[config.mk]
export PLATFORM = sky130hd
export DESIGN_NAME = reg_file
export DESIGN_NICKNAME = d
export VERILOG_FILES = /design/src/mips_pkg.sv /design/src/reg_file.sv
export SDC_FILE = /design/constraint.sdc
export NUM_CORES = 2
export LEC_CHECK = 0
export BUFFER_PORTS_ARGS = -buffer_cell sky130_fd_sc_hd__buf_2
export CAP_MARGIN = 15
export CORE_ASPECT_RATIO = 1.2
export CORE_UTILIZATION = 60
export DETAILED_ROUTE_END_ITERATION = 7
export GPL_ROUTABILITY_DRIVEN = 0
export PLACE_DENSITY = 0.8
export SLEW_MARGIN = 20
export SYNTH_ARGS = -nofsm -noshare
export SYNTH_HDL_FRONTEND = slang
export SYNTH_SLANG_ARGS = --single-unit
[constraint.sdc]
create_clock -name clk -period 1.96 [get_ports clk]
set_input_delay 0.098 -clock clk [delete_from_list [all_inputs] [get_ports clk]]
set_output_delay 0.098 -clock clk [all_outputs]
set_load 0.01 [all_outputs]
[src/mips_pkg.sv]
package mips_pkg;

  localparam int data_width     = 32;
  localparam int reg_addr_width = 5;

  typedef enum logic [5:0] {
    op_special = 6'h00,
    op_beq     = 6'h04,
    op_addiu   = 6'h09,
    op_lw      = 6'h23,
    op_sw      = 6'h2b
  } opcode_t;

  typedef enum logic [5:0] {
    fn_addu = 6'h21,
    fn_subu = 6'h23,
    fn_and  = 6'h24,
    fn_or   = 6'h25,
    fn_slt  = 6'h2a
  } funct_t;

  typedef enum logic [2:0] {
    alu_add,
    alu_sub,
    alu_and,
    alu_or,
    alu_slt
  } alu_op_t;

  typedef struct packed {
    opcode_t                   opcode;
    logic [reg_addr_width-1:0] rs;
    logic [reg_addr_width-1:0] rt;
    logic [reg_addr_width-1:0] rd;
    logic [4:0]                shamt;
    funct_t                    funct;
  } r_fmt_t;

  typedef struct packed {
    opcode_t                   opcode;
    logic [reg_addr_width-1:0] rs;
    logic [reg_addr_width-1:0] rt;
    logic [15:0]               imm;
  } i_fmt_t;

  // same 32 bits, seen as either format
  typedef union packed {
    r_fmt_t r_fmt;
    i_fmt_t i_fmt;
  } instr_t;

endpackage
[src/reg_file.sv]
`timescale 1ns/1ps

module reg_file (
  input  logic clk, rst_n,
  input  logic [mips_pkg::reg_addr_width-1:0] rs, rt,
  input  logic wr_en,
  input  logic [mips_pkg::reg_addr_width-1:0] wr_addr,
  input  logic [mips_pkg::data_width-1:0] wr_data,
  output logic [mips_pkg::data_width-1:0] read_data_1, read_data_2
);
  import mips_pkg::*;

  logic [data_width-1:0] regs [32];

  always_ff @(posedge clk or negedge rst_n) begin
    if (!rst_n) begin
      for (int i = 0; i < 32; i++) begin
        regs[i] <= '0;
      end
    end else if (wr_en && wr_addr != '0) begin
      regs[wr_addr] <= wr_data;
    end
  end

  function automatic logic [data_width-1:0] read_reg(input logic [reg_addr_width-1:0] addr);
    if (addr == '0) return '0;
    if (wr_en && addr == wr_addr) return wr_data;  // write-through for the wb stage
    return regs[addr];
  endfunction

  always_comb begin
    read_data_1 = read_reg(rs);
    read_data_2 = read_reg(rt);
  end
endmodule

---- Yosys cells after proc, flatten, opt, wreduce, memory -nomap -nowiden ----
Index checks and enable logic that the tools add are counted.
word-level totals
  flip-flop bits (word level) ............. 1024
  logic and storage cells ................. 71
operators by class
  reduce and logical (&&, ||, !) cells .... 7
  $lt $le $gt $ge ......................... 4
  bitwise gates (word level) .............. 3
  eq/ne operators ......................... 2
  mux-type cells .......................... 23
operators by type and width
  operator              number
  $bwmux W1024          1
  $mux W32              13
  $bmux W32 S5          2
  $demux W32 S5         1
  $ge A6 B6 Y1 const B  3
  $not A5 Y6            3
  $eq A5 B5 Y1          2
  $logic_not A5 Y1      2
  $lt A6 B1 Y1 const B  1
  $mux W1               6
  $reduce_bool A5 Y1    1
  $logic_and A1 B1 Y1   4

---- Logic depth before layout (Yosys ltp) ----
  depth in word-level cells ............... 6
  mapped depth ............................ 9
  gate-level depth less buffers ........... 5

---- Least setup slack after synthesis ----
No wires, ideal clock.
  path kind ............................... input port to output port
  start ................................... input rs[0] in the netlist's numbering
  end ..................................... output read_data_1[11] in the netlist's numbering
  data required time ...................... 1862 ps
  path buffers ............................ 3
  data arrival time ....................... 1680 ps
  cell stages on the path ................. 7
  slack ................................... 182 ps
  cells stage by stage .................... buf_6 buf_6 buf_4 mux4_2 a22oi_1 nand3_1 a221o_1
on the way
  cells in the longest elaborated chain, start to end .. 6
  elaborated cells between the ends (all ways) .. 13
  those cells by class .................... 1 x eq/ne; 9 x mux; 1 x bitwise; 2 x reduce/logical
RTL lines
  element                                                                        RTL line                        RTL
  from (decl)                                                                    reg_file.sv:5                   input logic [mips_pkg::reg_addr_width-1:0] rs, rt,
  $not A5 Y6 (implied by the code) / $eq A5 B5 Y1 (equally long branches)        reg_file.sv:28, reg_file.sv:27
  $bmux W32 S5 / $logic_and A1 B1 Y1 (equally long branches)                     reg_file.sv:28, reg_file.sv:27
  $mux W32 (implied by the code) / $mux W1 (equally long branches) (2 in a row)  reg_file.sv:28, reg_file.sv:27
  $mux W32                                                                       reg_file.sv:28                  return regs[addr];
  $mux W32 (*)                                                                   reg_file.sv:27                  if (wr_en && addr == wr_addr) return wr_data;
  to (decl)                                                                      reg_file.sv:9                   output logic [mips_pkg::data_width-1:0] read_data_1, read_data_2
Mark *: on every way between the ends. The rest lies on a longest branch, timed or not. The select of a mux whose other input is x is not followed.

---- Worst setup path in the final report ----
  start ................................... register regs[373] in the netlist's numbering
  end ..................................... output read_data_2[21] in the netlist's numbering
on the way
  cells in the longest elaborated chain, start to end .. 5
RTL lines
  element                                      RTL line        RTL
  from (decl)                                  reg_file.sv:13  logic [data_width-1:0] regs [32];
  from (signal, indexed assignment)            reg_file.sv:21  regs[wr_addr] <= wr_data;
  $bmux W32 S5                                 reg_file.sv:28
  $mux W32 (implied by the code) (2 in a row)  reg_file.sv:28
  $mux W32                                     reg_file.sv:28
  $mux W32                                     reg_file.sv:27
  to (decl)                                    reg_file.sv:9
Every way passes these cells. The select of a mux whose other input is x is not followed.

==> impl_metrics.yaml <==
floorplanning:
  placementRows: 122
  area_of_the_die_um2: 94500
  die_h_um: 337
  die_x_um: 281
  initial_core_util_pct: 60.6
  num_io_pins: 114
  design.core.area_um2: 92400
clocking:
  clock_path_buffers: 3
  clock_tree_root_driver_cell: "sky130_fd_sc_hd__clkbuf_16"
  numClockSinks: 1024
  cts_made_buffers: 103
  cts_tree: "built"
  worst_skew_pair.late_latency_ns: 0.69
  worst_setup_hold_path_clk_slew_ns: 0.07
  ctsHtreeMaxLevel: 3
setup_path:
  cp_data_arrival_time_ns: 2.64
  critPathKind: "register to primary output"
  worst-endpoint-required_ns: 1.86
  setup.worst_path.end_class: "primary output"
  timing.critical_path.from_type: "register"
  critical_path_peak_fanout: 3
logic_synthesis:
  synth_xor_xnor_area_share_pct: 0.156
  mux_cell_area_share_after_synthesis_pct: 41.4
  sequential_element_share_of_the_synthesized_area_pct: 45.8
  synth_simple_gate_area_share_pct: 3.19
  synth_fa_ha_area_share_pct: 0
  synth_cell_types: 63
  synth_compound_area_share_pct: 5.07
  synth.cell_area_um2: 56000
  synth_top_flop_cell: "sky130_fd_sc_hd__dfrtp_1"
  synth.area.top_cells: "sky130_fd_sc_hd__dfrtp_1, sky130_fd_sc_hd__mux2_2, sky130_fd_sc_hd__mux4_2, sky130_fd_sc_hd__mux2i_1, sky130_fd_sc_hd__clkbuf_1"
  yosys.area.top_type: "sky130_fd_sc_hd__dfrtp_1"
  net_count_of_the_mapped_netlist: 3970
  synthesis.instances: 3920
  postSynth.asyncResetShare_pct: 100
  synth.yosys.warnings: 0
  number_of_synthesized_flops_with_an_enable_pin: 0
  netlist.area_leader.share_pct: 45.8
  synth_seq_cells: 1024
  largest_family_of_logic_cells_by_synthesized_area: "multiplexers"
  postSynthAreaPerCell_um2: 14.3
global_routing:
  gr-total-overflow: 0
  grt.total_usage_pct: 43.4
  grt_first_pass_wirelength_um: 296000
  first_global_vias: 44500
  grt_start_max_net_pins: 96
  antenna_found_initial: 9
layout:
  reg_top3: "regs (1024)"
  layout-drive-gt1-share_pct: 61.1
  largest_register_ff_count: 1024
  finish.net_count: 4459
  register_with_the_most_flip_flops: "regs"
  fill_cells: 5170
  signed_area_change_from_the_synthesized_netlist_to_the_final_layout_pct: 22.3
  area_of_the_multi_input_gates_um2: 29700
  layout.area.seq_um2: 25600
  final_cells: 5739
  fin_util_pct: 74.1
power:
  irDropWorstVdd_mv: 0.883
  pwr_density_cell_nw_per_um2: 964
  power.static_leakage_nw: 30.3
  power_w: 0.0660
timing:
  period_minus_slack_ns: 2.74
  post-route-worst-setup-slack_ns: -0.782
  clock_skew_ns: 0
  final_max_slew_viol_count: 0
  post-route-period-util_pct: 140
  hold_slack_ns: 0.0252
  rsz_0062_raised_after_global_routing: "yes"
  max_slew.worst_pin.slew_ns: 1.02
  max_slew_margin_pct: 31.7
  hold_violations: 0
  fmax_mhz: 365
  setup_viol: 64
route:
  firstDrtPassIters: 8
  dr.first_iter.drc_count: 5610
  num_vias: 42800
  vias_per_instance: 7.46
  route.detailed.drc: 1
  drt-wirelength-per-cell_um: 36.0
  wl_um: 206000
  drt.antenna.violating_nets: 0
worst_hold_path:
  min-delay-path-class: "primary input to register"
placement:
  pre_cts_slack_ns: -0.717
  placement.io_buffers: 113
  placed_cells_incl_taps: 5483
  detailedPlacementHpwl_um: 126000
status:
  result_of_the_run: "finished with violations"
  violations: "design-rule violations, negative setup slack"
flow_run:
  max_cap_check_violation_count: 0
==> through the flow <==
stage / instance area [µm²] / setup TNS, ns
floorplan: 56000 / 0
global placement: 62700 / -25.02
detailed placement: 62700 / -28.74
CTS: 67700 / -34.32
global route: 68500 / -37.77
finish: 68500 / -35.27
==> kinds of logic after synthesis <==
family | Yosys count
AOI/OAI and AO/OA | 373
muxes | 1721
xor gates and xnor gates | 10
buffers and inverters | 445
DFF | 1024
and+or+nand+nor | 347
==> layout make-up <==
class                   instances  area share, %
multi-input cells            2451           43.4
flip-flops and latches       1024           37.4
repair buffers                819           11.6
clock buffers                 137           4.32
well taps                    1240           2.27
clock inverters                53          0.908
inverters                      10         0.0548
diodes                          5         0.0183
==> synth_stat cells, types with 38 or more instances <==
cell	number
sky130_fd_sc_hd__mux4_2	365
sky130_fd_sc_hd__mux2i_1	250
sky130_fd_sc_hd__clkbuf_1	188
sky130_fd_sc_hd__buf_2	126
sky130_fd_sc_hd__nand2_1	48
sky130_fd_sc_hd__a221oi_1	48
sky130_fd_sc_hd__nor2_1	91
sky130_fd_sc_hd__mux2_2	1105
sky130_fd_sc_hd__nor3_1	93
sky130_fd_sc_hd__o22ai_1	107
sky130_fd_sc_hd__dfrtp_1	1024
sky130_fd_sc_hd__buf_6	38
==> critical path, stage by stage, from the launching register on <==
cell and delay (ns):
sky130_fd_sc_hd__dfrtp_1 0.45, sky130_fd_sc_hd__mux4_2 0.55, sky130_fd_sc_hd__mux2i_2 0.21, sky130_fd_sc_hd__o22ai_1 0.10
sky130_fd_sc_hd__nor3_1 0.20, sky130_fd_sc_hd__nor3_1 0.08, sky130_fd_sc_hd__buf_4 0.21, sky130_fd_sc_hd__buf_6 0.12
==> where the power goes <==
group          internal (W)  switching, W  total, W
Sequential           0.0252       0.00332    0.0285
Combinational       0.00928       0.00707    0.0163
Clock                0.0122       0.00895    0.0212
Total                0.0466        0.0193    0.0660
==> metal layers <==
| layer | vias up | part of all wire [%] | global-route usage [%] |
|---|---|---|---|
| li1 | 16100 | - | - |
| met1 | 21900 | 33 | 52.2 |
| met2 | 3634 | 44 | 63.4 |
| met3 | 1280 | 13 | 15.5 |
| met4 | 12 | 9.6 | 34.7 |
| met5 | - | 0.077 | 0.872 |
==> cell usage in the layout, fill, tap and decap left out, types with 20 or more instances in the layout <==
master,instances
sky130_fd_sc_hd__mux2_2,1101
sky130_fd_sc_hd__dfrtp_1,1024
sky130_fd_sc_hd__buf_4,529
sky130_fd_sc_hd__mux4_2,365
sky130_fd_sc_hd__mux2i_1,226
sky130_fd_sc_hd__buf_12,149
sky130_fd_sc_hd__clkbuf_16,107
sky130_fd_sc_hd__buf_2,93
sky130_fd_sc_hd__o22ai_1,81
sky130_fd_sc_hd__nor2_1,66
sky130_fd_sc_hd__nor3_1,42
sky130_fd_sc_hd__nor3_2,39
sky130_fd_sc_hd__a221oi_1,34
sky130_fd_sc_hd__nand2_1,33
sky130_fd_sc_hd__buf_6,24
sky130_fd_sc_hd__a211oi_1,23
sky130_fd_sc_hd__clkinv_2,22
sky130_fd_sc_hd__a221o_1,21
sky130_fd_sc_hd__a221oi_2,21
sky130_fd_sc_hd__o22ai_2,20
==> repair_timing <==
action                      CTS  global route
resized for setup           199           127
buffers inserted             62            14
setup endpoints to repair    64            64
pin swaps                   155            77
hold endpoints to repair   1203             0
hold buffers                 19             0
==> worst paths after layout <==
check                      slack, ns                     to             startpoint  depth (start not counted)
max in group asynchronous       0.50  regs[119]$_DFFE_PN0P_                  rst_n                          3
hold reg to reg                 0.40  regs[998]$_DFFE_PN0P_  regs[998]$_DFFE_PN0P_                          0
setup / recovery               -0.78        read_data_2[21]  regs[373]$_DFFE_PN0P_                          7
setup reg to reg                0.85  regs[437]$_DFFE_PN0P_  regs[437]$_DFFE_PN0P_                          3
hold / removal                  0.03  regs[231]$_DFFE_PN0P_             wr_data[7]                          2
min in group asynchronous       0.10  regs[584]$_DFFE_PN0P_                  rst_n                          3
No activity file was read; power rests on OpenSTA's default activity.
