### src/mips_pkg.sv
package mips_pkg;

  localparam int data_width     = 32;
  localparam int reg_addr_width = 5;

  typedef enum logic [5:0] {
    op_special = 6'h00,
    op_beq     = 6'h04,
    op_addiu   = 6'h09,
    op_lw      = 6'h23,
    op_sw      = 6'h2b
  } opcode_t;

  typedef enum logic [5:0] {
    fn_addu = 6'h21,
    fn_subu = 6'h23,
    fn_and  = 6'h24,
    fn_or   = 6'h25,
    fn_slt  = 6'h2a
  } funct_t;

  typedef enum logic [2:0] {
    alu_add,
    alu_sub,
    alu_and,
    alu_or,
    alu_slt
  } alu_op_t;

  typedef struct packed {
    opcode_t                   opcode;
    logic [reg_addr_width-1:0] rs;
    logic [reg_addr_width-1:0] rt;
    logic [reg_addr_width-1:0] rd;
    logic [4:0]                shamt;
    funct_t                    funct;
  } r_fmt_t;

  typedef struct packed {
    opcode_t                   opcode;
    logic [reg_addr_width-1:0] rs;
    logic [reg_addr_width-1:0] rt;
    logic [15:0]               imm;
  } i_fmt_t;

  // same 32 bits, seen as either format
  typedef union packed {
    r_fmt_t r_fmt;
    i_fmt_t i_fmt;
  } instr_t;

endpackage
### src/decoder.sv
`timescale 1ns/1ps

module decoder (
  input  mips_pkg::instr_t instr,
  output logic [mips_pkg::reg_addr_width-1:0] rs, rt, dest,
  output logic [mips_pkg::data_width-1:0] immediate,
  output mips_pkg::alu_op_t alu_op,
  output logic alu_src, mem_read, mem_write, branch, reg_write
);
  import mips_pkg::*;

  always_comb begin
    rs        = instr.i_fmt.rs;
    rt        = instr.i_fmt.rt;
    dest      = instr.i_fmt.rt;
    immediate = {{(data_width-16){instr.i_fmt.imm[15]}}, instr.i_fmt.imm};
    alu_op    = alu_add;
    alu_src   = 1'b0;
    mem_read  = 1'b0;
    mem_write = 1'b0;
    branch    = 1'b0;
    reg_write = 1'b0;
    case (instr.i_fmt.opcode)
      op_special: begin
        dest      = instr.r_fmt.rd;
        reg_write = 1'b1;
        case (instr.r_fmt.funct)
          fn_addu: alu_op = alu_add;
          fn_subu: alu_op = alu_sub;
          fn_and:  alu_op = alu_and;
          fn_or:   alu_op = alu_or;
          fn_slt:  alu_op = alu_slt;
          default: reg_write = 1'b0;  // unsupported function is a no-op
        endcase
      end
      op_addiu: begin
        alu_src   = 1'b1;
        reg_write = 1'b1;
      end
      op_lw: begin
        alu_src   = 1'b1;
        mem_read  = 1'b1;
        reg_write = 1'b1;
      end
      op_sw: begin
        alu_src   = 1'b1;
        mem_write = 1'b1;
      end
      op_beq:  branch = 1'b1;  // compare done in execute
      default: ;
    endcase
  end
endmodule

### config.mk
export PLATFORM = sky130hd
export DESIGN_NAME = decoder
export DESIGN_NICKNAME = d
export VERILOG_FILES = /design/src/mips_pkg.sv /design/src/decoder.sv
export SDC_FILE = /design/constraint.sdc
export NUM_CORES = 1
export LEC_CHECK = 0
export ABC_AREA = 1
export BUFFER_PORTS_ARGS = -buffer_cell sky130_fd_sc_hd__buf_2
export CAP_MARGIN = 20
export CORE_MARGIN = 5
export CORE_UTILIZATION = 34
export DETAILED_ROUTE_END_ITERATION = 10
export GPL_TIMING_DRIVEN = 0
export PLACE_DENSITY_LB_ADDON = 0.15
export SLEW_MARGIN = 0
export SYNTH_ARGS = -nofsm -noshare
export SYNTH_HDL_FRONTEND = slang
export SYNTH_SLANG_ARGS = --single-unit
### constraint.sdc
create_clock -name vclk -period 3.32
set_input_delay 0.996 -clock vclk [all_inputs]
set_output_delay 0.996 -clock vclk [all_outputs]
set_load 0.02 [all_outputs]
# Word-level counts from Yosys, hierarchy flattened
# Index checks and enable logic that the tools add are counted.
# word_totals
regBits,0
latch_bits,0
mem_bits_rw,0
rom_bits,0
input_bits,32
n_memories,0
# op_classes
n_addsub,0
mul,0
n_div,0
n_lt_le_gt_ge,0
eq_ne,9
n_shift,0
muxes,9
bitwise_logic,0
reduce_logical,4
# op_table
op,count
"6-bit == test, second input constant",7
3-bit case mux with 4 select lines,1
"6-bit by 3-bit == test with 1-bit output, second input constant",1
"6-bit by 4-bit == test with 1-bit output, second input constant",1
6-bit zero test,1
1-bit two-way mux,5
5-bit two-way mux,1
5-bit OR reduction,1
3-bit two-way mux,1
3-bit OR reduction,1
1-bit case mux with 2 select lines,1
2-bit OR reduction,1

# Logic depth before layout (Yosys ltp)
# Gate-level depths: netlist of run 1.
# logic_depth
depth_word,4
ltp_mapped,6

# Worst setup path after synthesis of run 1
# OpenSTA, ideal clock, no wires.
# synth_path
path_kind,input -> output
from,in instr[26] (netlist bit)
to,out reg_write
t_arrival_ns,1.879
t_required_ns,2.324
setup_slack_ns,0.445
cell_stages,5
cell_sequence,nor2_1 > nand3_2 > nor2_1 > nor2_1 > nand2_1
# synth_between
elab_chain_len,3
elab_cells_between_ends,5
cone_classes,eq/ne: 2; mux: 1; reduce/logical: 2
# synth_lines
element,line_no,source
"start, declared",decoder.sv:4,"input mips_pkg::instr_t instr,"
6-bit == test / 6-bit by 4-bit == test with 1-bit output (equally long branches),decoder.sv:23,case (instr.i_fmt.opcode)
2-bit OR reduction (no line),n/a,
1-bit case mux with 2 select lines *,decoder.sv:23,
"end, declared",decoder.sv:8,"output logic alu_src, mem_read, mem_write, branch, reg_write"
# Mark *: on every way between the ends. The rest lies on a longest branch, timed or not.

# Final worst setup path of run 1
# Same ends and word-level chain as after synthesis.

==> run summary, run 1 <==
### Worst setup path
• maximum fanout along the worst path: 5
• crit-path cells: buf_2, nor2_1, nand3_2, nor2_1, nor2_1, nand2_1, buf_2
• Critical Path End Type: output pin
• CP startpoint kind: input port
• delay-heaviest family, CP: simple AND/OR/NAND/NOR gates
• Worst Path Class, Setup: input port to output pin
• worst-path cell with the longest stage delay: nor2_1
• Worst path max stage delay: 180 ps
• required time of the worst setup path: 2320 ps
• buffer and inverter count on the worst path: 2
• critical path's most frequent cell: nor2_1
• arrival time of the worst setup path: 1880 ps

### Clocking
• number of setup buffers added after CTS: 0
• number of buffers inserted by hold repair at cts: 0
• number of instances resized during post-cts repair: 0

### Logic synthesis
• Yosys Warn Count: 0
• Post-Syn Nets: 134
• count of mapped cells out of synthesis: 102
• synthesized area per cell: 5.94 um^2
• Yosys cell types: 12
• sequential fraction of the synthesis area: 0%
• Post-Syn Area: 606 um^2

### Power and ir drop
• Pwr Density: 142 nW/um^2
• Leak Pwr: 0.000707 uW
• maximum ir drop on the vdd rail: 0.0712 mV
• Pwr Total: 145 uW

### STA
• minimum period implied by the final worst setup slack: 2870 ps
• Worst Tran Pin Value: 268 ps
• # setup viols final: 0
• crit share post-route: 86.6%
• RSZ-0062 raised after global routing: false
• Slew Viols, Final: 0
• FMAX: 348 MHz
• TNS Setup: 0 ps
• slew margin rel.: 82.1%
• number of hold violations in the final report: 0

### Final layout
• layout cells sized above 1: 72.6%
• FILL cells: 168
• Clock Buffer Count: 0
• number of cells in the finished layout apart from fillers: 204
• multi-input logic area: 223 um^2
• Reg area: 0 um^2
• number of nets in the final layout: 213
• number of flip-flops and latches: 0
• synthesis-to-finish area growth: 68.8%
• antenna cells: 0

### Global routing
• all-layer global routing usage: 12.1%
• antenna violations before repair: 0
• global-route wire length before repair: 2.74 mm
• remaining global-route overflow: 0
• via count of the first global-routing pass: 680
• largest net degree at the start of global routing: 19

### Job
• count of maximum capacitance violations: 0

### Routing
• residual antenna-violating net count after detailed routing: 0
• Pre-Repair DR Iteration Count: 4
• via-per-instance ratio: 3.94
• vias after detailed routing: 803
• routed wire length: 1.78 mm
• residual DRC count: 0
• post-DR wirelength/cell: 8.72 um
• iteration-0 DRC count of the detailed router: 6

### Floorplanning
• y dimension of the die: 52.2 um
• placement row count: 15
• number of top-level design ports: 87
• DIE WIDTH: 52.2 um
• Initial Util: 35.5%
• area enclosed by the die boundary: 2730 um^2
• placeable core area: 1710 um^2

### Place
• dpl hpwl: 1.63 mm
• routability congestion estimate: 0.741
• cell count after placement: 204
• number of port buffers: 77

### Hold path
• worst min-delay path class: input port to output pin

### Run status
• outcome: complete, no violations

## where the power goes
group	switching (uW)	internal, uW
registers	0	0
clock network	0	0
logic	78.3	66.7
## worst paths after layout
check                     start            to  slack (ps)  cells past startpoint
worst max-delay path  instr[26]     reg_write         450                      7
worst min-delay path   instr[7]  immediate[7]        2210                      2
## per-layer routing
metal	vias up	track usage (%)	share of wire (%)
li1	423	-	-
met1	328	14.1	36
met2	52	24.9	50
met3	0	0.855	14
met4	0	0	0
met5	-	0	0
## cells in the mapped netlist
cell | instances | area share, %
inv_1 | 15 | 9.3
buf_6 | 1 | 1.9
o21ai_2 | 5 | 7.2
buf_4 | 42 | 52
nand3_1 | 6 | 5.0
a21oi_2 | 1 | 1.4
nor2_2 | 3 | 3.1
nand4_1 | 2 | 2.1
nor2_1 | 13 | 8.1
nand3_2 | 1 | 1.7
nand2_1 | 12 | 7.4
nor3_1 | 1 | 0.83
## stage by stage
stage               utilization, %  setup WS (ps)  hold slack, ps  area (um^2)
floorplan                        -            445            2100          606
detailed placement            59.9            438            2210         1020
finish                        59.9            446            2210         1020
CTS                           59.9            435            2210         1020
global placement              59.9            442            2210         1020
global route                  59.9            352            2210         1020
## layout make-up
type	instances	share of cell area, %
multi-input combinational	44	21.8
buffer	43	31.9
tap	25	3.06
inverter	15	5.51
timing repair buffer	77	37.7
## kinds of logic after synthesis
group / share of synthesized area (%)
simple gates: 28.1
compound gates: 8.68
buf+inv: 63.2
## cell usage in the layout, fill, tap and decap left out
| master | netlist | final |
|---|---|---|
| nor3_1 | 1 | 1 |
| o21ai_2 | 5 | 5 |
| nand4_1 | 2 | 2 |
| nand3_2 | 1 | 1 |
| nor2_2 | 3 | 3 |
| buf_2 | 0 | 77 |
| nand2_1 | 12 | 12 |
| nand3_1 | 6 | 6 |
| buf_6 | 1 | 1 |
| nor2_1 | 13 | 13 |
| buf_4 | 42 | 42 |
| a21oi_2 | 1 | 1 |
| inv_1 | 15 | 15 |
(Power assumes the default switching activity.)
==> run 2, diff against run 1 <==
- ABC_AREA: 1 -> 0
- CORE_UTILIZATION: 34 -> 31
==> run 2 against run 1 <==
The run now ends with setup timing left. Non-clock buffer count up 3. Area after synthesis down 14%. Final area up 5.3%. Synthesized cell count down 28%. Clock-buffer cell count unchanged. Total power up 5.2%. Utilization up 10 points. First-iteration DRC count down 83%. Flip-flop and latch count unchanged. Hold slack better by 0.66 ps. Die area down 4.7%. Cell count down 17%. Largest power group unchanged. Highest routed layer unchanged.
==> run summary, run 2 <==
### Place
• number of port buffers: 77
• dpl hpwl: 1.58 mm
• routability congestion estimate: 0.689
• placement-stage worst setup slack: -551 ps

### Final layout
• layout cells sized above 1: 88.2%
• antenna cells: 0
• Clock Buffer Count: 0
• Reg area: 0 um^2
• commonest non-fill, non-tap cell in the layout: buf_2
• number of flip-flops and latches: 0
• commonest non-fill, non-tap cells in the layout: buf_2 (66), buf_4 (45), buf_6 (12)
• synthesis-to-finish area growth: 107%
• number of nets in the final layout: 187

### Run status
• outcome: complete, but fails checks
• violations in the final reports: setup timing

### Global routing
• largest net degree at the start of global routing: 19
• all-layer global routing usage: 12.5%
• via count of the first global-routing pass: 650
• remaining global-route overflow: 0
• antenna violations before repair: 0
• global-route wire length before repair: 2.76 mm

### Logic synthesis
• Post-Syn Nets: 105
• most repeated cell in the gate-level netlist after synthesis: buf_4
• sequential fraction of the synthesis area: 0%
• Yosys cell types: 18
• count of mapped cells out of synthesis: 73
• most frequent cells after synthesis: buf_4 (42), mux2_2 (5), nor2_1 (4), nor3_1 (4), nand2_1 (3)
• Area contributors post-synth: buf_4 (61%), mux2_2 (11%), nor3_1 (3.8%)
• Yosys Warn Count: 0
• cell type with the highest aggregate area in the netlist: buf_4
• synthesized area per cell: 7.13 um^2
• Post-Syn Area: 520 um^2
• Synth top area share: 60.6%

### Worst setup path
• maximum fanout along the worst path: 4
• critical path's most frequent cell: buf_6
• required time of the worst setup path: 2320 ps
• buffer and inverter count on the worst path: 2
• crit-path cells: buf_6, or4_4, or3_4, or3b_4, nor3_4, buf_6
• crit path launch: instr[27]
• arrival time of the worst setup path: 2730 ps
• worst-path cell with the longest stage delay: or4_4
• delay-heaviest family, CP: simple AND/OR/NAND/NOR gates
• Worst Path Class, Setup: input port to output pin
• Critical Path End Type: output pin
• CP startpoint kind: input port
• Worst path max stage delay: 520 ps

### STA
• Final WS setup: -401 ps
• FMAX: 269 MHz
• crit share post-route: 112%
• minimum period implied by the final worst setup slack: 3720 ps
• Slew Viols, Final: 0
• slew margin rel.: 76.4%
• Worst Tran Pin Value: 350 ps
• final hold slack: 2210 ps
• RSZ-0062 raised after global routing: true
• number of hold violations in the final report: 0
• # setup viols final: 9

### Floorplanning
• placeable core area: 1540 um^2
• DIE WIDTH: 51.0 um
• placement row count: 14
• number of top-level design ports: 87
• Initial Util: 33.8%
• y dimension of the die: 51.0 um
• area enclosed by the die boundary: 2600 um^2

### Job
• count of maximum capacitance violations: 0

### Routing
• post-DR wirelength/cell: 10.9 um
• residual DRC count: 0
• residual antenna-violating net count after detailed routing: 0
• iteration-0 DRC count of the detailed router: 1
• routed wire length: 1.84 mm
• vias after detailed routing: 694
• via-per-instance ratio: 4.11
• Pre-Repair DR Iteration Count: 2

### Power and ir drop
• Pwr Density: 142 nW/um^2
• maximum ir drop on the vdd rail: 0.0842 mV
• Leak Pwr: 0.000638 uW

### Hold path
• Worst Min Path Start: instr[21]
• worst min-delay path class: input port to output pin

### Clocking
• number of buffers inserted by hold repair at cts: 0

[run 2: cell count changes in the layout (fill, tap and decap cells not counted), sizes merged, moves of 2 or more]
cell    delta
nor3       +3
nand2b     +2
o21ai      -5
nor2      -12
inv       -14
nand2      -9
mux2       +5
nand3      -7
buf        +3
nand4      -2
[run 2: logic make-up (layout without fill, tap and decap cells)]
| group | Yosys count | after routing | synth area share [%] |
|---|---|---|---|
| AOI/OAI and AO/OA | 4 | 4 | 4.57 |
| xor gates and xnor gates | 1 | 1 | 1.68 |
| buffers and inverters | 44 | 124 | 62.3 |
| muxes | 5 | 5 | 10.8 |
| and+or+nand+nor | 19 | 19 | 20.7 |
[run 2: final timing paths]
check	slack, ps	cells after the start	endpoint
min	2210	2	rs[0]
max	-400	6	alu_op[1]
[run 2: area by class of cell]
| cell class | instances | area [um^2] |
|---|---|---|
| well taps | 16 | 20.0 |
| fillers | 130 | 465 |
| multi-input cells | 29 | 249 |
| plain buffers | 42 | 315 |
| inverters | 1 | 3.75 |
| repair buffers | 81 | 488 |
[run 2: stage by stage]
step / std cells / TNS, ps / area (um^2) / total power (uW) / util (%)
2_1_floorplan: 73 / -1280 / 569 / 94.2 / -
3_3_place_gp: 166 / -3010 / 975 / 142 / 63.2
3_5_place_dp: 166 / -3080 / 975 / 144 / 63.2
4_1_cts: 168 / -3650 / 1060 / 153 / 68.7
5_1_grt: 169 / -3290 / 1080 / 164 / 69.8
6_report: 169 / -2920 / 1080 / 153 / 69.8
[run 2: routing by layer]
metal / global-route usage, % / vias to the layer above / wire length (um)
li1: - / 357 / -
met1: 13.4 / 287 / 548
met2: 26.2 / 50 / 999
met3: 2.03 / 0 / 291
met4: 0 / 0 / 0
met5: 0 / - / 0
[run 2: report_power, final]
group | total, uW | internal, uW | switching (uW)
registers | 0 | 0 | 0
logic | 153 | 75.2 | 77.4
clock network | 0 | 0 | 0
[run 2: what timing repair did]
item / in CTS / in global routing
pin swaps: 6 / 5
setup endpoints to repair: 9 / 9
resized for setup: 20 / 3
setup buffers: 2 / 2
