**src/mips_pkg.sv**
```systemverilog
package mips_pkg;

  localparam int data_width     = 32;
  localparam int reg_addr_width = 5;

  typedef enum logic [5:0] {
    op_special = 6'h00,
    op_beq     = 6'h04,
    op_addiu   = 6'h09,
    op_lw      = 6'h23,
    op_sw      = 6'h2b
  } opcode_t;

  typedef enum logic [5:0] {
    fn_addu = 6'h21,
    fn_subu = 6'h23,
    fn_and  = 6'h24,
    fn_or   = 6'h25,
    fn_slt  = 6'h2a
  } funct_t;

  typedef enum logic [2:0] {
    alu_add,
    alu_sub,
    alu_and,
    alu_or,
    alu_slt
  } alu_op_t;

  typedef struct packed {
    opcode_t                   opcode;
    logic [reg_addr_width-1:0] rs;
    logic [reg_addr_width-1:0] rt;
    logic [reg_addr_width-1:0] rd;
    logic [4:0]                shamt;
    funct_t                    funct;
  } r_fmt_t;

  typedef struct packed {
    opcode_t                   opcode;
    logic [reg_addr_width-1:0] rs;
    logic [reg_addr_width-1:0] rt;
    logic [15:0]               imm;
  } i_fmt_t;

  // same 32 bits, seen as either format
  typedef union packed {
    r_fmt_t r_fmt;
    i_fmt_t i_fmt;
  } instr_t;

endpackage
```
**src/stage_regs.sv**
```systemverilog
`timescale 1ns/1ps




module mem_wb_register (
  input  logic clk, rst_n, hold,
  input  logic [mips_pkg::data_width-1:0] result_in,
  input  logic [mips_pkg::reg_addr_width-1:0] dest_in,
  input  logic reg_write_in,
  output logic [mips_pkg::data_width-1:0] result_out,
  output logic [mips_pkg::reg_addr_width-1:0] dest_out,
  output logic reg_write_out
);
  always_ff @(posedge clk or negedge rst_n) begin
    if (!rst_n) begin
      result_out    <= '0;
      dest_out      <= '0;
      reg_write_out <= 1'b0;
    end else if (!hold) begin
      result_out    <= result_in;
      dest_out      <= dest_in;
      reg_write_out <= reg_write_in;
    end
  end
endmodule

```
**config.mk**
```make
export PLATFORM = sky130hd
export DESIGN_NAME = mem_wb_register
export DESIGN_NICKNAME = d
export VERILOG_FILES = /design/src/mips_pkg.sv /design/src/stage_regs.sv
export SDC_FILE = /design/constraint.sdc
export NUM_CORES = 1
export LEC_CHECK = 0
export BUFFER_PORTS_ARGS = -buffer_cell sky130_fd_sc_hd__buf_4
export CAP_MARGIN = 20
export CELL_PAD_IN_SITES_DETAIL_PLACEMENT = 0
export CELL_PAD_IN_SITES_GLOBAL_PLACEMENT = 2
export CORE_UTILIZATION = 28
export DETAILED_ROUTE_END_ITERATION = 10
export PLACE_DENSITY_LB_ADDON = 0.1
export SLEW_MARGIN = 10
export SYNTH_ARGS = -nofsm -noshare
export SYNTH_HDL_FRONTEND = slang
export SYNTH_SLANG_ARGS = --single-unit
```
**constraint.sdc**
```tcl
create_clock -name clk -period 0.9 [get_ports clk]
set_input_delay 0.135 -clock clk [delete_from_list [all_inputs] [get_ports clk]]
set_output_delay 0.135 -clock clk [all_outputs]
set_load 0.01 [all_outputs]
```
# After elaboration in Yosys (flattened, before gate mapping)
# Index checks and enable logic that the tools add are counted.
# totals
reg_bits	38
input_bits	41
elab_cells	3
output_inout_bits	38

# Depth between registers and ports, before layout
# Gate-level depths: netlist of the first run.
# logic_depth
word_depth	0
mapped_depth	3
ltp_nobuf	1

# Worst setup path before layout of the first run
# Ideal clock, no wire load.
# synth_timing
path_kind	input to register
startpoint	in hold
endpoint	reg dest_out[0] in the netlist's numbering
slack_ns	0.062
required_time_ns	0.775
t_arrival_ns	0.713
stages	3
n_path_buf	2
setup_ns	0.125
cell_sequence	buf_6 > buf_6 > mux2_4
# synth_lines
item	line_no	source
start: declaration	stage_regs.sv:7	input logic clk, rst_n, hold,
end signal: assignment	stage_regs.sv:22	dest_out <= dest_in;
end: declaration	stage_regs.sv:12	output logic [mips_pkg::reg_addr_width-1:0] dest_out,
# No word-level cell between the ends.

# Worst setup path in the final report of the first run
# layout_timing
startpoint	reg result_out[4] in the netlist's numbering
endpoint	out result_out[4] in the netlist's numbering
# layout_lines
item	line_no	source
start: declaration	stage_regs.sv:11	output logic [mips_pkg::data_width-1:0] result_out,
start signal: assignment	stage_regs.sv:21	result_out <= result_in;
# No word-level cell between the ends.

==> qor.csv, run 1 <==
metric,value,unit
clock latency on the worst-skew pair,0.27,ns
status,finished with violations,
Reg-to-Reg End,result_out[25],
Final Setup Violations,38,
clk_skew,0,ns
Tot Pwr,4117,µW
chip width,75.02,µm
static leakage,0.001255,µW
I/O Buffers,78,
hold worst-path end,result_out[6],
initial antenna violation count,0,
cell area after layout,0.002555,mm²
Clock Path Buffers,2,
Initial Util,29.23,%
final period utilization,104.8,%
total number of vias,1036,
"Net Count, Synth",121,
first-pass GRT wire length,4754,µm
FMAX,1.060,GHz
synth unique cells,5,
Slew Limit Fails,0,
synthesized area,0.001493,mm²
R2R setup slack,0,ns
unrepaired setup endpoints after global routing,yes,
crit path time final,0.9432,ns
share of layout cells above drive strength 1,77.35,%
most frequent cells in the layout,"buf_4, buf_6, dfrtp_1",
number of max-cap violations,0,
Crit path arrival time,0.81,ns
Nets,222,
critical path cell sequence,buf_6,
Final Hold Fails,0,
H-tree depth,2,
io pins,79,
dpl hpwl,2242,µm
Max Fanout on Critical Path,2,
Overall Global Routing Usage,11.61,%
DRC,0,
Worst setup SP type,flip-flop,
WS Path Type,reg2out,
worst slew pin tran,0.4941,ns
post-route ant nets,0,
CP top delay family,flip-flops,
RePlAce Congestion,0.6780,
CTS tree,done,
CP max stage cell,dfrtp_1,
violated checks,negative setup slack,
Post-Route WL,3236,µm
die area,0.005627,mm²
"Req. time, crit path",0.76,ns
Clk Tree Root Cell,clkbuf_8,
setup_tns,-1.046,ns
area growth from synthesis to layout,71.17,%
core area,0.005107,mm²
final setup margin,-0.04316,ns
routed length per placed instance,12.89,µm
DR vias/cell,4.127,
largest net degree at the start of global routing,39,
Hold Crit Depth,2,
Slew headroom,67.06,%
yosys warns,0,
worst r2r src,result_out[25],
R2R depth,2,
hold_sp,result_in[6],
Syn Area/Cell,18.66,µm²
grt ovf,0,
Worst Hold Class,in2reg,
via count of the first global-routing pass,1083,
Clock Pin Slew Worst Setup and Hold Paths,0.07,ns
antenna cells,0,
CP endpoint kind,output port,
initial DRC count,42,
TritonCTS Buffers,5,
cell count after synthesis,80,
Placed Area,0.002187,mm²
Row Count,26,
worst path bufs/invs,1,
Power Dens Cells,1612,mW/mm²
DP Cell Count,227,
"commonest non-fill, non-tap cell in the layout",buf_4,
synthesized flop and latch total,38,
DIE HEIGHT,75.02,µm
post-synthesis sequential area ratio,63.70,%
Non-Filler Instances,251,
Pre-antenna DRT Iters,3,
clk sinks,38,
Worst VDD drop,0.8917,mV
Crit path largest cell delay,0.40,ns
cell usage after synthesis:
library cell	instances	area share [%]
dfrtp_1	38	64
mux2_4	20	20
mux2_2	18	14
buf_6	3	2.3
buf_2	1	0.33
area by class of cell:
| class | count | area (µm²) |
|---|---|---|
| sequential | 38 | 950.9 |
| clock buffer | 7 | 76.32 |
| timing repair buffer | 98 | 937.1 |
| tap | 70 | 87.58 |
| fill | 469 | 2552 |
| multi-input combinational | 38 | 503.0 |
metrics by stage:
stage                     hold WS (ns)  utilization, %  worst slack [ns]
after global routing           0.06736           50.02          -0.08486
final                          0.08426           50.02          -0.04316
after CTS                      0.07302           48.92          -0.06472
after floorplan                -0.1606               -           0.06151
after detailed placement        0.1348           42.82          -0.02874
after global placement          0.1270           42.82         -0.003640
flip-flops by register name, summed over array words and instances, names as in the netlist:
register and flops:
result_out 32, dest_out 5, reg_write_out 1
how the worst max path moves through the flow:
stage / start / endpoint / slack, ns / depth (start not counted)
6_report: result_out[4] / result_out[4] / -0.04 / 1
5_1_grt: result_out[9] / result_out[9] / -0.08 / 1
4_1_cts: result_out[9] / result_out[9] / -0.06 / 1
3_5_place_dp: hold / result_out[31] / -0.03 / 3
3_3_place_gp: hold / dest_out[2] / -0.004 / 3
2_1_floorplan: hold / dest_out[0] / 0.06 / 3
layer usage:
| layer | GRT usage [%] | part of all wire, % | vias to the layer above |
|---|---|---|---|
| met3 | 4.552 | 8.4 | 7 |
| met5 | 0 | 0 | - |
| li1 | - | - | 476 |
| met1 | 12.77 | 40 | 507 |
| met4 | 5.031 | 1.8 | 0 |
| met2 | 19.92 | 50 | 46 |
where the power goes:
part	internal [µW]	leakage (µW)	switching, µW
clock network	533	0.0000383	518
logic	741	0.000773	318
registers	1880	0.000444	126
total	3150	0.00126	962
cells by family (layout without fill, tap and decap cells):
| family | count (synthesis) | after routing | synth area share [%] |
|---|---|---|---|
| buf+inv | 4 | 105 | 2.598 |
| mux | 38 | 38 | 33.70 |
| flops | 38 | 38 | 63.70 |
what timing repair did:
item | in CTS | in global routing
hold buffers | 1 | 0
setup buffers | 11 | 5
gates resized for setup | 38 | 5
endpoints found under the hold margin | 38 | 0
endpoints found under the setup margin | 38 | 45
Power figures use the tool's default switching activity.
==> run 2, diff against run 1 <==
--- a/config.mk
+++ b/config.mk
@@ -12,6 +12,7 @@
 export CORE_UTILIZATION = 28
 export DETAILED_ROUTE_END_ITERATION = 10
 export PLACE_DENSITY_LB_ADDON = 0.1
+export RECOVER_POWER = 50
 export SLEW_MARGIN = 10
 export SYNTH_ARGS = -nofsm -noshare
 export SYNTH_HDL_FRONTEND = slang
==> constraint.sdc (replaced) <==
create_clock -name clk -period 0.9 [get_ports clk]
set_input_delay 0.045 -clock clk [delete_from_list [all_inputs] [get_ports clk]]
set_output_delay 0.045 -clock clk [all_outputs]
set_load 0.01 [all_outputs]
==> run 2 against run 1 <==
  * The run ends with negative hold slack left
  * First-iteration DRC count down 50%
  * Core utilization rose by 1.5 points
  * Highest routed layer unchanged
  * Routed wire length is 5.3% higher
  * Clock power grew 5%
  * Largest power group unchanged
  * Sequential share of layout area shrank 1.1 points
  * Non-clock buffer count rose by 19
  * Largest cell class is now non-clock buffers
  * Critical endpoint is now result_out[30]
  * Sequential power is essentially flat
  * Combinational power decreased by 9%
==> qor.csv, run 2 (synthesis gave the netlist of run 1 again) <==
metric,value,unit,change
DIE HEIGHT,75.02,µm,unchanged
clk_skew,0,ns,unchanged
critical path cell sequence,buf_4,,
routed length per placed instance,12.67,µm,-1.7%
Clock Pin Slew Worst Setup and Hold Paths,0.07,ns,about the same
final period utilization,96.28,%,-8.5 points
FMAX,1.154,GHz,+8.8%
CP max stage cell,dfrtp_1,,
antenna cells,0,,unchanged
Crit path largest cell delay,0.39,ns,about the same
status,finished with violations,,
core area,0.005107,mm²,unchanged
share of layout cells above drive strength 1,62.31,%,-15 points
static leakage,0.001272,µW,+1.3%
Post-Route WL,3409,µm,+5.3%
area growth from synthesis to layout,76.45,%,
top flop regs,"result_out (32), dest_out (5), reg_write_out (1)",,
Row Count,26,,unchanged
post-route ant nets,0,,unchanged
H-tree depth,2,,unchanged
Largest register FFs,32,,unchanged
clock latency on the worst-skew pair,0.27,ns,about the same
"commonest non-fill, non-tap cell in the layout",buf_4,,
Clk Tree Root Cell,clkbuf_8,,
via count of the first global-routing pass,1110,,+2.5%
Slew Limit Fails,0,,unchanged
Slew headroom,66.56,%,-0.50 points
Top reg by flops,result_out,,
worst slew pin tran,0.5017,ns,+0.007565 ns
Power Dens Cells,1534,mW/mm²,-4.8%
initial DRC count,21,,-50%
fillers,457,,-2.6%
violated checks,negative hold slack,,
Clock Path Buffers,2,,unchanged
Nets,241,,+8.6%
total number of vias,1114,,+7.5%
Worst Hold Class,in2reg,,
I/O Buffers,78,,unchanged
CP endpoint kind,output port,,
unrepaired setup endpoints after global routing,no,,
Overall Global Routing Usage,12.31,%,+0.71 points
TritonCTS Buffers,5,,unchanged
Final Hold Fails,1,,+1
Worst VDD drop,0.9288,mV,+4.2%
clk sinks,38,,unchanged
CP top delay family,flip-flops,,
Initial Util,29.23,%,unchanged
io pins,79,,unchanged
"Req. time, crit path",0.85,ns,+0.09 ns
number of max-cap violations,0,,unchanged
WS Path Type,reg2out,,
CTS tree,done,,
Pre-antenna DRT Iters,2,,-1
DRC,0,,unchanged
Max Fanout on Critical Path,2,,unchanged
Crit path arrival time,0.82,ns,about the same
DR vias/cell,4.141,,+0.33%
dpl hpwl,2285,µm,+1.9%
chip width,75.02,µm,unchanged
post-CTS setup buffers,0,,-11
hold slack final,-0.0003475,ns,-0.08460 ns
grt ovf,0,,unchanged
Final Setup Violations,0,,-100%
RePlAce Congestion,0.6571,,-3.1%
die area,0.005627,mm²,unchanged
setup_tns,0,ns,+1.046 ns
worst path bufs/invs,1,,unchanged
crit path time final,0.8665,ns,-0.07667 ns
Worst setup SP type,flip-flop,,
initial antenna violation count,0,,unchanged
largest net degree at the start of global routing,39,,unchanged
most frequent cells in the layout,"buf_4, dfrtp_1, dlygate4sd3_1",,
first-pass GRT wire length,5002,µm,+5.2%
==> run 2: cell type report <==
| type | count | area, µm² | share of cell area, % |
|---|---|---|---|
| flip-flops and latches | 38 | 950.9 | 36.10 |
| repair buffers | 117 | 1013 | 38.48 |
| multi-input cells | 38 | 499.2 | 18.95 |
| clock buffers | 6 | 82.58 | 3.135 |
| well taps | 70 | 87.58 | 3.325 |
==> run 2: metrics by stage <==
step	area, µm²	setup slack, ns	power (µW)	instances	utilization (%)
global route	2634	0.0003321	4241	269	51.57
detailed placement	2187	0.07556	2853	227	42.82
floorplan	1493	0.1289	2354	80	-
finish	2634	0.03351	4040	269	51.57
global placement	2187	0.09238	2830	227	42.82
CTS	2580	0.02747	4073	264	50.51
==> run 2: per-layer routing <==
metal  wire length [µm]  vias to the layer above  share of wire, %  global-route usage [%]
met5                  0                        -                 0                       0
met1               1421                      548                42                   13.43
li1                   -                      513                 -                       -
met4                 59                        0               1.7                   5.870
met2               1723                       46                51                   21.72
met3                205                        7               6.0                   3.882
==> run 2: path summary, 6_finish.rpt <==
kind | from | end | slack, ns | cells after the start
min in group asynchronous | rst_n | result_out[25] | 0.31 | 2
max reg2reg | dest_out[1] | dest_out[1] | 0.09 | 1
max | result_out[30] | result_out[30] | 0.03 | 1
min reg2reg | result_out[2] | result_out[2] | 0.51 | 1
max in group asynchronous | rst_n | result_out[8] | 0.24 | 2
min | dest_in[1] | dest_out[1] | -0.0003 | 2
==> run 2: timing repair <==
| action | in CTS | in global routing |
|---|---|---|
| endpoints found under the hold margin | 68 | 5 |
| hold buffers | 31 | 5 |
| setup endpoints to repair | 0 | 2 |
| resized for setup | 0 | 2 |
==> run 2: report_power, final <==
group / switching (µW) / internal, µW
Clock: 509 / 590
Sequential: 100 / 1880
Combinational: 320 / 642
==> run 3, diff against run 2 <==
==> constraint.sdc (replaced) <==
create_clock -name clk -period 0.8 [get_ports clk]
set_input_delay 0.04 -clock clk [delete_from_list [all_inputs] [get_ports clk]]
set_output_delay 0.04 -clock clk [all_outputs]
set_load 0.01 [all_outputs]
==> run 3 against run 2 <==
  * The run ends with negative setup slack left
  * Core utilization is 4.0 points higher
  * Worst hold slack better by 0.11 ns
  * Power is 15% higher
  * Routed wire length is 5.2% higher
  * Critical path depth stayed put
  * Cell area is 7.7% higher
  * Flip-flop and latch count stayed put
  * Global-route usage is 0.75 points higher
  * Clock-buffer cell count is 1 higher
  * Non-clock buffer count is 3 higher
  * Combinational power is 28% higher
  * Critical endpoint is now result_out[9]
  * Largest cell class unchanged
  * Highest routed layer unchanged
==> qor.csv, run 3 (synthesis gave the netlist of run 1 again) <==
metric,value,unit,change
R2R setup slack,0,ns,-0.09 ns
Top reg by flops,result_out,,
Final Hold Fails,0,,-1
clk_skew,0,ns,unchanged
Worst setup SP type,flip-flop,,
post-route ant nets,0,,unchanged
unrepaired setup endpoints after global routing,yes,,
critical path cell sequence,buf_6,,
CP max stage cell,dfrtp_1,,
"commonest non-fill, non-tap cell in the layout",buf_4,,
Non-Filler Instances,273,,+1.5%
cell area after layout,0.002836,mm²,+7.7%
antenna cells,0,,unchanged
FMAX,1.179,GHz,
TritonCTS Buffers,5,,unchanged
fillers,427,,-6.6%
DR vias/cell,4.201,,+1.5%
clock latency on the worst-skew pair,0.27,ns,about the same
routed length per placed instance,13.14,µm,+3.7%
RePlAce Congestion,0.6780,,+3.2%
CP top delay family,flip-flops,,
DP Cell Count,227,,unchanged
register area,950.9,µm²,unchanged
Pre-antenna DRT Iters,4,,+2
worst path bufs/invs,1,,unchanged
setup_tns,-1.277,ns,-1.277 ns
static leakage,0.001473,µW,+16%
DIE HEIGHT,75.02,µm,unchanged
Comb power frac,26.3,%,+2.5 points
Worst Hold Class,in2reg,,
status,finished with violations,,
final period utilization,106.0,%,
sequential power share,48.5,%,-0.5 points
die area,0.005627,mm²,unchanged
Post-Route WL,3587,µm,+5.2%
Nets,244,,+1.2%
hold slack final,0.1054,ns,+0.1058 ns
initial antenna violation count,0,,unchanged
crit path time final,0.8482,ns,
Placed Area,0.002187,mm²,unchanged
Worst VDD drop,0.9967,mV,+7.3%
initial DRC count,30,,+43%
multi-input logic area,503.0,µm²,+0.75%
NetSw,1084,µW,+17%
Int Pwr,3576,µW,+15%
Final Setup Violations,43,,+43
share of layout cells above drive strength 1,61.08,%,-1.2 points
final setup margin,-0.04822,ns,-0.08173 ns
most frequent cells in the layout,"buf_4, dfrtp_1, buf_6",,
io pins,79,,unchanged
Clock Path Buffers,2,,unchanged
Power Dens Cells,1643,mW/mm²,+7.1%
grt ovf,0,,unchanged
clk sinks,38,,unchanged
Crit path largest cell delay,0.40,ns,about the same
first-pass GRT wire length,5361,µm,+7.2%
Slew Limit Fails,0,,unchanged
largest net degree at the start of global routing,39,,unchanged
Overall Global Routing Usage,13.06,%,+0.75 points
DRC,0,,unchanged
number of max-cap violations,0,,unchanged
chip width,75.02,µm,unchanged
Net Sw Frac,23.26,%,+0.28 points
WS Path Type,reg2out,,
area growth from synthesis to layout,90.03,%,
Max Fanout on Critical Path,2,,unchanged
Largest register FFs,32,,unchanged
via count of the first global-routing pass,1228,,+11%
CTS tree,done,,
Slew headroom,68.31,%,+1.8 points
dpl hpwl,2242,µm,-1.9%
total number of vias,1147,,+3.0%
clock share of power,25.2,%,-2.0 points
CP endpoint kind,output port,,
worst slew pin tran,0.4753,ns,-0.02637 ns
Clock Pin Slew Worst Setup and Hold Paths,0.07,ns,about the same
violated checks,negative setup slack,,
Row Count,26,,unchanged
"Req. time, crit path",0.76,ns,-0.09 ns
Clk Tree Root Cell,clkbuf_8,,
I/O Buffers,78,,unchanged
H-tree depth,2,,unchanged
Crit path arrival time,0.81,ns,about the same
Initial Util,29.23,%,unchanged
top flop regs,"result_out (32), dest_out (5), reg_write_out (1)",,
core area,0.005107,mm²,unchanged
[run 3: final cells by class]
| type | instances | area share, % |
|---|---|---|
| Sequential cell | 38 | 33.52 |
| Tap cell | 70 | 3.088 |
| Timing Repair Buffer | 120 | 42.96 |
| Multi-Input combinational cell | 38 | 17.73 |
| Clock buffer | 7 | 2.691 |
[run 3: path summary, 6_finish.rpt]
kind | from | cells after the start | to
max in group asynchronous | rst_n | 2 | result_out[1]
min | hold | 2 | result_out[4]
min reg2reg | dest_out[4] | 1 | dest_out[4]
max reg2reg | result_out[9] | 1 | result_out[9]
max | result_out[9] | 1 | result_out[9]
min in group asynchronous | rst_n | 2 | result_out[24]
[run 3: power groups by stage]
| stage | clock (µW) | sequential (µW) | combinational, µW |
|---|---|---|---|
| detailed placement | 0 | 2250 | 951 |
| global route | 1320 | 2280 | 1310 |
| floorplan | 0 | 2340 | 311 |
| finish | 1170 | 2260 | 1230 |
| global placement | 0 | 2250 | 942 |
| CTS | 1250 | 2260 | 1220 |
[run 3: what timing repair did]
item / 4_1_cts / 5_1_grt
setup endpoints to repair: 38 / 55
hold endpoints to repair: 76 / 1
gates resized for setup: 38 / 16
setup buffers: 0 / 0
hold buffers: 38 / 1
[run 3: per-stage QoR]
step	power, µW	worst slack, ns	utilization [%]
detailed placement	3206	-0.03374	42.82
CTS	4730	-0.06972	54.56
finish	4660	-0.04822	55.54
global placement	3187	-0.008640	42.82
floorplan	2648	0.02887	-
global route	4904	-0.08817	55.54
[run 3: routing by layer]
metal | up-vias | GRT usage, % | part of all wire (%)
li1 | 522 | - | -
met1 | 574 | 13.87 | 38
met2 | 46 | 24.22 | 54
met3 | 5 | 4.284 | 6.8
met4 | 0 | 4.403 | 0.86
met5 | - | 0 | 0
